$ cat src/include/hist_cfg.svh
////////////////////////////////////////
// histogram unit sizes: bin index,
// bin count and counter width
////////////////////////////////////////

`ifndef HIST_CFG_SVH
`define HIST_CFG_SVH

// width of a bin index
`define HIST_BIN_W 6

// number of bins, two to the power of the index width
`define HIST_DEPTH 64

// counter width, small enough to reach saturation in simulation
`define HIST_CNT_W 8

`endif
$ cat src/hw/hist_pkg.sv
////////////////////////////////////////
// histogram types: host opcodes, host
// FSM states, command/response structs
////////////////////////////////////////

`include "hist_cfg.svh"

package hist_pkg;

  // host opcodes
  typedef enum logic [0:0] {
    HIST_OP_READ  = 1'b0,
    HIST_OP_CLEAR = 1'b1
  } hist_op_e;

  // host controller states
  typedef enum logic [1:0] {
    ST_ACQ   = 2'd0,
    ST_DRAIN = 2'd1,
    ST_IDLE  = 2'd2,
    ST_CLEAR = 2'd3
  } hist_state_e;

  // host command, 7 bits
  typedef struct packed {
    hist_op_e                op;
    logic [`HIST_BIN_W-1:0]  bin;
  } hist_cmd_t;

  // host response, 14 bits
  typedef struct packed {
    logic [`HIST_BIN_W-1:0]  bin;
    logic [`HIST_CNT_W-1:0]  count;
  } hist_rsp_t;

  // one RAM port request, 16 bits
  typedef struct packed {
    logic                    csel;
    logic                    wr_en;
    logic [`HIST_BIN_W-1:0]  addr;
    logic [`HIST_CNT_W-1:0]  wdata;
  } ram_req_t;

endpackage

$ cat src/hw/hist_host_ctrl.sv
////////////////////////////////////////
// RAM port ownership, host read and
// clear sweep FSM
////////////////////////////////////////

`timescale 1ns/1ns

`include "hist_cfg.svh"

module hist_host_ctrl
  import hist_pkg::*;
(
  input  logic                   Clk_CI,
  input  logic                   Rst_RBI,
  input  logic                   acq_en,
  input  logic                   cmd_valid,
  input  hist_cmd_t              cmd,
  input  ram_req_t               upd_req_a,
  input  ram_req_t               upd_req_b,
  input  logic                   upd_idle,
  input  logic [`HIST_CNT_W-1:0] rdata_a,
  output ram_req_t               ram_req_a,
  output ram_req_t               ram_req_b,
  output logic                   rsp_valid,
  output hist_rsp_t              rsp,
  output logic                   busy
);

  // last bin of the clear sweep
  localparam logic [`HIST_BIN_W-1:0] LAST_BIN = `HIST_BIN_W'(`HIST_DEPTH - 1);

  ////////////////////////////////////////
  // signals
  ////////////////////////////////////////

  hist_state_e            state_q;
  hist_state_e            state_d;

  // clear sweep address
  logic [`HIST_BIN_W-1:0] clr_addr_q;

  // accepted host commands
  logic                   cmd_ok;
  logic                   rd_go;
  logic                   clr_go;

  // response
  logic                   rsp_valid_q;
  logic [`HIST_BIN_W-1:0] rsp_bin_q;

  // host side port requests
  ram_req_t               host_req_a;
  ram_req_t               host_req_b;

  ////////////////////////////////////////
  // command decode
  ////////////////////////////////////////

  // commands only count in idle with acquisition off
  assign cmd_ok = cmd_valid & (state_q == ST_IDLE) & ~acq_en;
  assign rd_go  = cmd_ok & (cmd.op == HIST_OP_READ);
  assign clr_go = cmd_ok & (cmd.op == HIST_OP_CLEAR);

  ////////////////////////////////////////
  // FSM
  ////////////////////////////////////////

  always_comb begin
    state_d = state_q;
    case (state_q)
      ST_ACQ: begin
        if (!acq_en) begin
          state_d = ST_DRAIN;
        end
      end
      ST_DRAIN: begin
        // back to acquisition directly if acq_en came back meanwhile
        if (upd_idle) begin
          state_d = acq_en ? ST_ACQ : ST_IDLE;
        end
      end
      ST_IDLE: begin
        if (acq_en) begin
          state_d = ST_ACQ;
        end else if (clr_go) begin
          state_d = ST_CLEAR;
        end
      end
      ST_CLEAR: begin
        if (clr_addr_q == LAST_BIN) begin
          state_d = ST_IDLE;
        end
      end
      default: state_d = ST_ACQ;
    endcase
  end

  always_ff @(posedge Clk_CI or negedge Rst_RBI) begin
    if (!Rst_RBI) begin
      state_q     <= ST_ACQ;
      clr_addr_q  <= '0;
      rsp_valid_q <= 1'b0;
    end else begin
      state_q     <= state_d;
      rsp_valid_q <= rd_go;
      // sweep one bin per cycle, start from bin 0
      if (clr_go) begin
        clr_addr_q <= '0;
      end else if (state_q == ST_CLEAR) begin
        clr_addr_q <= clr_addr_q + 1'b1;
      end
    end
  end

  // bin of the pending read
  always_ff @(posedge Clk_CI) begin
    if (rd_go) begin
      rsp_bin_q <= cmd.bin;
    end
  end

  ////////////////////////////////////////
  // RAM port selection
  ////////////////////////////////////////

  always_comb begin
    // port A reads for the host
    host_req_a.csel  = rd_go;
    host_req_a.wr_en = 1'b0;
    host_req_a.addr  = cmd.bin;
    host_req_a.wdata = '0;
    // port B writes zeros during the sweep
    host_req_b.csel  = (state_q == ST_CLEAR);
    host_req_b.wr_en = (state_q == ST_CLEAR);
    host_req_b.addr  = clr_addr_q;
    host_req_b.wdata = '0;
  end

  // update pipeline owns both ports only while acquiring
  assign ram_req_a = (state_q == ST_ACQ) ? upd_req_a : host_req_a;
  assign ram_req_b = (state_q == ST_ACQ) ? upd_req_b : host_req_b;

  ////////////////////////////////////////
  // outputs
  ////////////////////////////////////////

  assign rsp_valid = rsp_valid_q;
  assign rsp.bin   = rsp_bin_q;
  // read data arrives one cycle after the request
  assign rsp.count = rdata_a;

  assign busy = (state_q == ST_DRAIN) | (state_q == ST_CLEAR);

endmodule

$ cat src/hw/hist_top.sv
////////////////////////////////////////
// histogram unit top level
////////////////////////////////////////

`timescale 1ns/1ns

`include "hist_cfg.svh"

module hist_top
  import hist_pkg::*;
(
  input  logic                   Clk_CI,
  input  logic                   Rst_RBI,
  input  logic                   acq_en,
  input  logic                   sample_valid,
  input  logic [`HIST_BIN_W-1:0] sample_bin,
  input  logic                   cmd_valid,
  input  hist_cmd_t              cmd,
  output logic                   rsp_valid,
  output hist_rsp_t              rsp,
  output logic                   busy
);

  // update pipeline requests
  ram_req_t               upd_req_a;
  ram_req_t               upd_req_b;
  logic                   upd_idle;

  // arbitrated RAM requests
  ram_req_t               ram_req_a;
  ram_req_t               ram_req_b;
  logic [`HIST_CNT_W-1:0] ram_rdata_a;

  hist_update u_update (
    .Clk_CI       (Clk_CI),
    .Rst_RBI      (Rst_RBI),
    .acq_en       (acq_en),
    .sample_valid (sample_valid),
    .sample_bin   (sample_bin),
    .rdata_a      (ram_rdata_a),
    .upd_req_a    (upd_req_a),
    .upd_req_b    (upd_req_b),
    .upd_idle     (upd_idle)
  );

  hist_host_ctrl u_host (
    .Clk_CI    (Clk_CI),
    .Rst_RBI   (Rst_RBI),
    .acq_en    (acq_en),
    .cmd_valid (cmd_valid),
    .cmd       (cmd),
    .upd_req_a (upd_req_a),
    .upd_req_b (upd_req_b),
    .upd_idle  (upd_idle),
    .rdata_a   (ram_rdata_a),
    .ram_req_a (ram_req_a),
    .ram_req_b (ram_req_b),
    .rsp_valid (rsp_valid),
    .rsp       (rsp),
    .busy      (busy)
  );

  // port B read data not needed, port B only writes
  sync_dp_ram #(
    .ADDR_WIDTH (`HIST_BIN_W),
    .DATA_DEPTH (`HIST_DEPTH),
    .DATA_WIDTH (`HIST_CNT_W)
  ) u_ram (
    .Clk_CI  (Clk_CI),
    .csel_a  (ram_req_a.csel),
    .wr_en_a (ram_req_a.wr_en),
    .addr_a  (ram_req_a.addr),
    .wdata_a (ram_req_a.wdata),
    .rdata_a (ram_rdata_a),
    .csel_b  (ram_req_b.csel),
    .wr_en_b (ram_req_b.wr_en),
    .addr_b  (ram_req_b.addr),
    .wdata_b (ram_req_b.wdata),
    .rdata_b ()
  );

endmodule

$ cat src/hw/hist_update.sv
////////////////////////////////////////
// histogram increment pipeline, read on
// port A, write on port B, forwarding
////////////////////////////////////////

`timescale 1ns/1ns

`include "hist_cfg.svh"

module hist_update
  import hist_pkg::*;
(
  input  logic                   Clk_CI,
  input  logic                   Rst_RBI,
  input  logic                   acq_en,
  input  logic                   sample_valid,
  input  logic [`HIST_BIN_W-1:0] sample_bin,
  input  logic [`HIST_CNT_W-1:0] rdata_a,
  output ram_req_t               upd_req_a,
  output ram_req_t               upd_req_b,
  output logic                   upd_idle
);

  // saturation value of a bin counter
  localparam logic [`HIST_CNT_W-1:0] CNT_MAX = '1;

  ////////////////////////////////////////
  // signals
  ////////////////////////////////////////

  // acq_en delayed by one cycle, acceptance guard
  logic                   acq_q;
  logic                   accept;

  // stage 1, waiting for read data
  logic                   s1_valid_q;
  logic [`HIST_BIN_W-1:0] s1_bin_q;

  // last write issued on port B
  logic                   wr_valid_q;
  logic [`HIST_BIN_W-1:0] wr_bin_q;
  logic [`HIST_CNT_W-1:0] wr_cnt_q;

  logic                   fwd;
  logic [`HIST_CNT_W-1:0] old_cnt;
  logic [`HIST_CNT_W-1:0] new_cnt;

  ////////////////////////////////////////
  // stage 0, accept and read
  ////////////////////////////////////////

  // sample only counts once acq_en has been high for a full cycle
  assign accept = sample_valid & acq_en & acq_q;

  always_comb begin
    upd_req_a.csel  = accept;
    upd_req_a.wr_en = 1'b0;
    upd_req_a.addr  = sample_bin;
    upd_req_a.wdata = '0;
  end

  ////////////////////////////////////////
  // stage 1, increment and write
  ////////////////////////////////////////

  // RAM data is stale if the previous cycle wrote this bin
  assign fwd     = wr_valid_q & (wr_bin_q == s1_bin_q);
  assign old_cnt = fwd ? wr_cnt_q : rdata_a;

  // plus one, held at the maximum
  assign new_cnt = (old_cnt == CNT_MAX) ? CNT_MAX : old_cnt + 1'b1;

  always_comb begin
    upd_req_b.csel  = s1_valid_q;
    upd_req_b.wr_en = s1_valid_q;
    upd_req_b.addr  = s1_bin_q;
    upd_req_b.wdata = new_cnt;
  end

  // nothing in either stage
  assign upd_idle = ~accept & ~s1_valid_q;

  ////////////////////////////////////////
  // registers
  ////////////////////////////////////////

  // control
  always_ff @(posedge Clk_CI or negedge Rst_RBI) begin
    if (!Rst_RBI) begin
      acq_q      <= 1'b0;
      s1_valid_q <= 1'b0;
      wr_valid_q <= 1'b0;
    end else begin
      acq_q      <= acq_en;
      s1_valid_q <= accept;
      wr_valid_q <= s1_valid_q;
    end
  end

  // payload, qualified by the valid flags above
  always_ff @(posedge Clk_CI) begin
    s1_bin_q <= sample_bin;
    wr_bin_q <= s1_bin_q;
    wr_cnt_q <= new_cnt;
  end

endmodule

$ cat src/hw/sync_dp_ram.sv
////////////////////////////////////////
// inferable synchronous dual-port RAM
////////////////////////////////////////

`timescale 1ns/1ns

module sync_dp_ram #(
  parameter int ADDR_WIDTH = 10,
  // normally 2**ADDR_WIDTH, may be less
  parameter int DATA_DEPTH = 1024,
  parameter int DATA_WIDTH = 32
) (
  input  logic                  Clk_CI,
  // port A
  input  logic                  csel_a,
  input  logic                  wr_en_a,
  input  logic [ADDR_WIDTH-1:0] addr_a,
  input  logic [DATA_WIDTH-1:0] wdata_a,
  output logic [DATA_WIDTH-1:0] rdata_a,
  // port B
  input  logic                  csel_b,
  input  logic                  wr_en_b,
  input  logic [ADDR_WIDTH-1:0] addr_b,
  input  logic [DATA_WIDTH-1:0] wdata_b,
  output logic [DATA_WIDTH-1:0] rdata_b
);

  ////////////////////////////////////////
  // storage
  ////////////////////////////////////////

  logic [DATA_WIDTH-1:0] mem [DATA_DEPTH];

  // registered read data per port
  logic [DATA_WIDTH-1:0] rdata_a_q;
  logic [DATA_WIDTH-1:0] rdata_b_q;

  ////////////////////////////////////////
  // port A
  ////////////////////////////////////////

  // write or read, never both in one cycle
  always @(posedge Clk_CI) begin
    if (csel_a) begin
      if (wr_en_a) begin
        mem[addr_a] <= wdata_a;
      end else begin
        rdata_a_q <= mem[addr_a];
      end
    end
  end

  ////////////////////////////////////////
  // port B
  ////////////////////////////////////////

  always @(posedge Clk_CI) begin
    if (csel_b) begin
      if (wr_en_b) begin
        mem[addr_b] <= wdata_b;
      end else begin
        rdata_b_q <= mem[addr_b];
      end
    end
  end

  // read data holds until the next read on that port
  assign rdata_a = rdata_a_q;
  assign rdata_b = rdata_b_q;

endmodule

$ cat config.mk
export PLATFORM = sky130hd
export DESIGN_NAME = hist_top
export DESIGN_NICKNAME = d
export VERILOG_FILES = /design/src/hw/hist_pkg.sv /design/src/hw/hist_host_ctrl.sv /design/src/hw/hist_top.sv /design/src/hw/hist_update.sv /design/src/hw/sync_dp_ram.sv
export VERILOG_INCLUDE_DIRS = /design/src /design/src/include
export SDC_FILE = /design/constraint.sdc
export NUM_CORES = 1
export LEC_CHECK = 0
export ABC_AREA = 1
export BUFFER_PORTS_ARGS = -buffer_cell sky130_fd_sc_hd__buf_4
export CAP_MARGIN = 20
export CORE_MARGIN = 4
export CORE_UTILIZATION = 35
export DETAILED_ROUTE_END_ITERATION = 8
export GPL_TIMING_DRIVEN = 0
export PLACE_DENSITY = 0.59
export SLEW_MARGIN = 20
export SYNTH_ARGS = -nofsm -noshare
export SYNTH_HDL_FRONTEND = slang
export SYNTH_SLANG_ARGS = --single-unit
$ cat constraint.sdc
create_clock -name Clk_CI -period 8.9 [get_ports Clk_CI]
set_input_delay 1.78 -clock Clk_CI [delete_from_list [all_inputs] [get_ports Clk_CI]]
set_output_delay 1.78 -clock Clk_CI [all_outputs]
set_load 0.02 [all_outputs]
* Word level (Yosys, flattened, before mapping)
Memory sizes are Yosys's and may differ from the RTL's. A register that Yosys moved wholly into a read port is not among the register bits.
Index checks and enable logic that the tools add are counted.
** Word-level totals
- Register bits :: 38
- RAM bits :: 512
- Input bits :: 18
- Output and inout bits :: 16
- Word-level logic and storage cells :: 64
- Memories :: 1
** Operators by class
- Add/sub/neg operators :: 2
- Equality and inequality tests :: 10
- Mux-type cells :: 22
- Bitwise gates (word level) :: 14
- Reduce and logical (&&, ||, !) cells :: 5
** Memories
- u_ram.mem :: depth 64, width 8, read ports 1, clocked after Yosys merged registers in 1, wr ports 1, RTL line sync_dp_ram.sv:32 : logic [DATA_WIDTH-1:0] mem [DATA_DEPTH];
** Operators by type and width (number)
- 2-to-1 mux 16 bit :: 2
- 2-to-1 mux 8 bit :: 3
- 2-to-1 mux 6 bit :: 3
- 2-to-1 mux 2 bit :: 6
- adder 8 x 1 -> 8 bit (second input constant) :: 1
- bitwise AND 1 bit :: 8
- equality test 8 bit (second input constant) :: 1
- one-hot mux 2 bit (4 select lines) :: 1
- OR reduction 8 bit :: 1
- 2-to-1 mux 1 bit :: 7
- adder 6 x 1 -> 6 bit (second input constant) :: 1
- equality test 6 bit :: 1
- equality test 6 bit (second input constant) :: 1
- inverter 1 bit :: 5
- equality test 2 bit (second input constant) :: 2
- inequality test 2 bit (second input constant) :: 2
- AND reduction 4 bit :: 1
- inequality test 3 x 2 -> 1 bit (second input constant) :: 1
- equality test 2 x 1 -> 1 bit (second input constant) :: 1
- zero test 2 bit :: 1
- inequality test 2 x 1 -> 1 bit (second input constant) :: 1
- AND reduction 2 bit :: 1
- nonzero test 2 bit :: 1
- bitwise OR 1 bit :: 1

* Depth between registers and ports, before layout
- Word-level depth :: 11
- Depth in mapped cells :: 16
- Mapped depth without buffers :: 16

* By module
A second synthesis with hierarchy kept.
** Unflattened totals
- Cells, all modules :: 5330
- Area, all modules :: 36077.1 µm²
** Modules (own cells, without submodules)
- sync_dp_ram :: instances 1, cells an instance 5003, area each 33771.1 µm², sequential area each 15855.2 µm²
- hist_update :: instances 1, cells an instance 164, area each 1236.2 µm², sequential area each 475.5 µm²
- hist_host_ctrl :: instances 1, cells an instance 163, area each 1069.8 µm², sequential area each 405.4 µm²

* Least setup slack after synthesis
OpenSTA, ideal clock, no wires.
- Kind :: register to register
- From :: register u_update.s1_bin_q[2]
- To :: memory u_ram.mem[0][0] in the netlist's numbering, data pin
- Library setup time :: 0.549 ns
- Arrival time :: 3.497 ns
- Data required time :: 8.351 ns
- Path slack :: 4.854 ns
- Cell stages (with the launch flop) :: 15
- Clock period less this slack :: 4.046 ns
- Cell sequence :: dfxtp_1 -> inv_1 -> nand2_1 -> nand2_1 -> nor2_1 -> nand2_1 -> nor2_2 -> buf_4 -> nand2_1 -> nand2_1 -> ha_1 -> nand2_1 -> nor2_1 -> nand3_1 -> a21oi_1
** Between the ends
- Longest elaborated chain between the ends :: 7
- Elaborated cells between the ends (all ways) :: 8
- Those cells by class :: add/sub: 1; eq/ne: 2; mux: 4; bitwise: 1
** Ends and longest elaborated chain
- start: declaration :: RTL line hist_update.sv:37 : logic [`HIST_BIN_W-1:0] s1_bin_q;
- start signal: assignment :: RTL line hist_update.sv:102 : s1_bin_q <= sample_bin;
- equality test 6 bit (*) :: RTL line hist_update.sv:67 : assign fwd = wr_valid_q & (wr_bin_q == s1_bin_q);
- bitwise AND 1 bit (*) :: RTL line hist_update.sv:67
- 2-to-1 mux 8 bit (*) :: RTL line hist_update.sv:68 : assign old_cnt = fwd ? wr_cnt_q : rdata_a;
- adder 8 x 1 -> 8 bit / equality test 8 bit (equally long branches) :: RTL line hist_update.sv:71 : assign new_cnt = (old_cnt == CNT_MAX) ? CNT_MAX : old_cnt + 1'b1;
- 2-to-1 mux 8 bit (*) :: RTL line hist_update.sv:71
- 2-to-1 mux 16 bit (*) :: RTL line hist_host_ctrl.sv:141 : assign ram_req_b = (state_q == ST_ACQ) ? upd_req_b : host_req_b;
- 2-to-1 mux 8 bit (no line) (*)
- end: declaration :: RTL line sync_dp_ram.sv:32
Mark *: on every way between the ends. The rest lies on a longest branch, timed or not.

* Final worst setup path
- From :: input cmd[0] in the netlist's numbering
- To :: memory u_ram.mem[13][5] in the netlist's numbering, enable pin
** Between the ends
- Longest elaborated chain between the ends :: 2
** Ends and longest elaborated chain
- start: declaration :: RTL line hist_top.sv:18 : input hist_cmd_t cmd,
- 2-to-1 mux 16 bit :: RTL line hist_host_ctrl.sv:140 : assign ram_req_a = (state_q == ST_ACQ) ? upd_req_a : host_req_a;
- 2-to-1 mux 6 bit (no line)
No other way between the ends.

==> results.sh <==
export IMPL_status="finished clean"
export IMPL_vias=17050
export IMPL_synth_ff_type="edfxtp_1"
export IMPL_synth_cells=2105
export IMPL_multiInputGateArea_um2=5902
export IMPL_layoutNonFillerInstCount=3139
export IMPL_p_leak_uw=0.01004
export IMPL_post_dp_hpwl_um=60240
export IMPL_timing_fmax_mhz=250.7
export IMPL_synth_area_per_cell_um2=11.24
export IMPL_syn_num_nets=2125
export IMPL_r2r_cells=13
export IMPL_startpoint="cmd[0]"
export IMPL_cts_buffers_inserted=59
export IMPL_ir_worst_vdd_mv=0.1720
export IMPL_cts_sinks=558
export IMPL_io_pins=34
export IMPL_wl_per_cell_um=26.55
export IMPL_dr_pass1_iters=6
export IMPL_hp_class="register to register"
export IMPL_dp_cells=3030
export IMPL_tns_ns=0
export IMPL_drtAntennaViolNets=0
export IMPL_clockRootBuffer="clkbuf_16"
export IMPL_wl_um=83340
export IMPL_start_util=0.3530
export IMPL_r2r_start="u_update.s1_bin_q[0]"
export IMPL_finClkSkew_ns=0.02747
export IMPL_coreArea_um2=67040
export IMPL_grt_overflow_total=0
export IMPL_antenna_found_initial=4
export IMPL_cp_end_kind="register"
export IMPL_seq_area_frac_synth=0.6971
export IMPL_postCtsResizedCells=0
export IMPL_worst_pin_slew_ns=1.145
export IMPL_fin_crit_ns=3.988
export IMPL_die_area_um2=71830
export IMPL_gr_usage_all_layers=0.2299
export IMPL_drc=0
export IMPL_cp_endpoint="u_ram.mem[13][5]"
export IMPL_post_cts_buffers=0
export IMPL_synthDistinctLibCells=37
export IMPL_cts_tree="done"
export IMPL_fin_nets=2239
export IMPL_crit_fanout=10
export IMPL_power_density_nw_per_um2=339.6
export IMPL_htreeDepth=2
export IMPL_diodes=0
export IMPL_regArea_um2=16500
export IMPL_worst_setup_path_start_kind="primary input"
export IMPL_synth_enable_flop_cells=526
export IMPL_yosysWarnings=0
export IMPL_arrival_ns=4.22
export IMPL_nFillCells=6309
export IMPL_setup_viol=0
export IMPL_drtIter0Drc=2348
export IMPL_cp_required_ns=9.13
export IMPL_finalCritPeriodShare=0.4481
export IMPL_slew_viol_final=0
export IMPL_syn_cell_area_um2=23660
export IMPL_gp_congestion=1.033
export IMPL_max_clock_path_buffers=3
export IMPL_final_hold_viol_count=0
export IMPL_grt_pass1_wl_um=117400
export IMPL_drive_above_1_share=0.1271
export IMPL_die_height_um=268.0
export IMPL_grt_max_degree=43
export IMPL_max_cap_violations=0
export IMPL_area_growth_pct=15.83
export IMPL_vias_per_cell=5.430
export IMPL_port_buffers=33
export IMPL_clk_latency_ns=0.63
export IMPL_synth_async_sr_flop_share=0.02151
export IMPL_rsz0062_at_grt="false"
export IMPL_path_class="primary input to register"
export IMPL_rr_endpoint="u_ram.mem[51][0]"
export IMPL_die_w_um=268.0
export IMPL_reg2reg_slack_ns=5.40
export IMPL_ys_seq_elements=558
export IMPL_postCtsHoldBufs=0
export IMPL_grt_pass1_vias=16010
export IMPL_clkTransAtPathRegs_ns=0.06
export IMPL_num_rows=95
export IMPL_slew_headroom=0.2340
worst min-delay path by stage:
stage,start,to,depth (start not counted)
after CTS,u_update.s1_valid_q,u_update.wr_valid_q,0
after global routing,u_update.s1_valid_q,u_update.wr_valid_q,0
after global placement,u_update.s1_valid_q,u_update.wr_valid_q,0
after detailed placement,u_update.s1_valid_q,u_update.wr_valid_q,0
final,u_update.s1_valid_q,u_update.wr_valid_q,0
after floorplan,u_update.s1_bin_q[0],u_update.wr_bin_q[0],0
logic make-up (layout without fill, tap and decap cells):
group	Yosys count	after routing	share of synthesized area
compound gates	249	249	0.07212
fa+ha+maj	2	2	0.001057
flops	558	558	0.6971
simple gates	991	991	0.1719
buf+inv	303	464	0.05705
xor+xnor	2	2	0.0007404
metrics by stage:
| stage | hold slack, ns | worst slack, ns | util | power, uW | instance area [um2] |
|---|---|---|---|---|---|
| final | 0.3752 | 4.912 | 0.4088 | 9309 | 27410 |
| after global routing | 0.3879 | 4.856 | 0.4088 | 9594 | 27410 |
| after CTS | 0.3771 | 4.963 | 0.4087 | 9168 | 27400 |
| after detailed placement | 0.3645 | 4.306 | 0.3807 | 6771 | 25520 |
| after global placement | 0.3651 | 1.141 | 0.3730 | 6718 | 25000 |
| after floorplan | 0.3510 | 4.854 | - | 5137 | 23660 |
cell usage in the layout (no fill, tap or decap), drive strengths merged:
| cell type | count |
|---|---|
| o21ai | 68 |
| ha | 2 |
| dfxtp | 20 |
| nand3 | 218 |
| nand4 | 1 |
| clkinvlp | 4 |
| a211oi | 1 |
| or2 | 6 |
| nor2 | 138 |
| o211ai | 164 |
| clkbuf | 82 |
| dfrtp | 12 |
| bufinv | 5 |
| nor3 | 6 |
| edfxtp | 526 |
| o22ai | 1 |
| buf | 153 |
| inv | 193 |
| and2 | 1 |
| xor2 | 2 |
| a21oi | 13 |
| o21bai | 2 |
| nand2 | 621 |
| clkinv | 27 |
state kept, by name (all words and copies together), names as in the netlist, 2 cells and up:
name               count
u_ram.mem            512
u_ram.rdata_a          8
u_update.wr_cnt_q      8
u_host.clr_addr_q      6
u_host.rsp_bin_q       6
u_update.s1_bin_q      6
u_update.wr_bin_q      6
u_host.state_q         2
per-layer routing:
layer  vias to the layer above  wire length, um  share of wire  track usage
met5                         -               75        0.00090     0.006592
met4                         4             3845          0.046      0.09814
met3                       162             8869           0.11      0.04743
met2                      1011            36290           0.44       0.3485
met1                      8358            34260           0.41       0.3228
li1                       7511                -              -            -
cell type report:
| type | count | area share |
|---|---|---|
| Buffer | 111 | 0.02287 |
| Clock buffer | 71 | 0.05629 |
| Clock inverter | 37 | 0.01223 |
| Inverter | 192 | 0.02648 |
| Multi-Input combinational cell | 1244 | 0.2153 |
| Sequential cell | 558 | 0.6018 |
| Tap cell | 873 | 0.03985 |
| Timing Repair Buffer | 53 | 0.02511 |
cells in the mapped netlist, types with 2 or more instances:
library cell,n,area [um2]
o21bai_1,2,15.01
nor3_1,6,30.03
nor2_2,3,18.77
buf_2,72,360.4
buf_1,3,11.26
a21oi_1,11,55.05
nand2_2,5,31.28
dfxtp_1,20,400.4
dfrtp_1,12,300.3
o21ai_0,58,290.3
inv_2,10,37.54
buf_4,18,135.1
ha_1,2,25.02
edfxtp_1,526,15800
o21ai_1,5,25.02
inv_1,181,679.4
o211ai_1,164,1231
nor2_1,134,503.0
nand2_4,2,22.52
xor2_1,2,17.52
or2_2,4,25.02
clkbuf_1,11,41.29
nand3_1,217,1086
o21ai_2,4,35.03
buf_6,7,78.83
nand2_1,614,2305
or2_1,2,12.51
critical path, cell delays in order:
cell	delay [ns]
buf_4	0.11
inv_1	0.04
nand2_1	0.06
nand2_2	0.12
buf_2	0.28
a21oi_2	0.30
inv_2	0.11
nor2_1	0.24
nand2_1	0.26
nor2_1	0.92
where the power goes:
| group | total [uW] | switching [uW] | internal, uW |
|---|---|---|---|
| Clock | 2420 | 1050 | 1380 |
| Combinational | 3840 | 2910 | 933 |
| Sequential | 3040 | 44.4 | 3000 |
No activity file was read; power rests on OpenSTA's default activity.
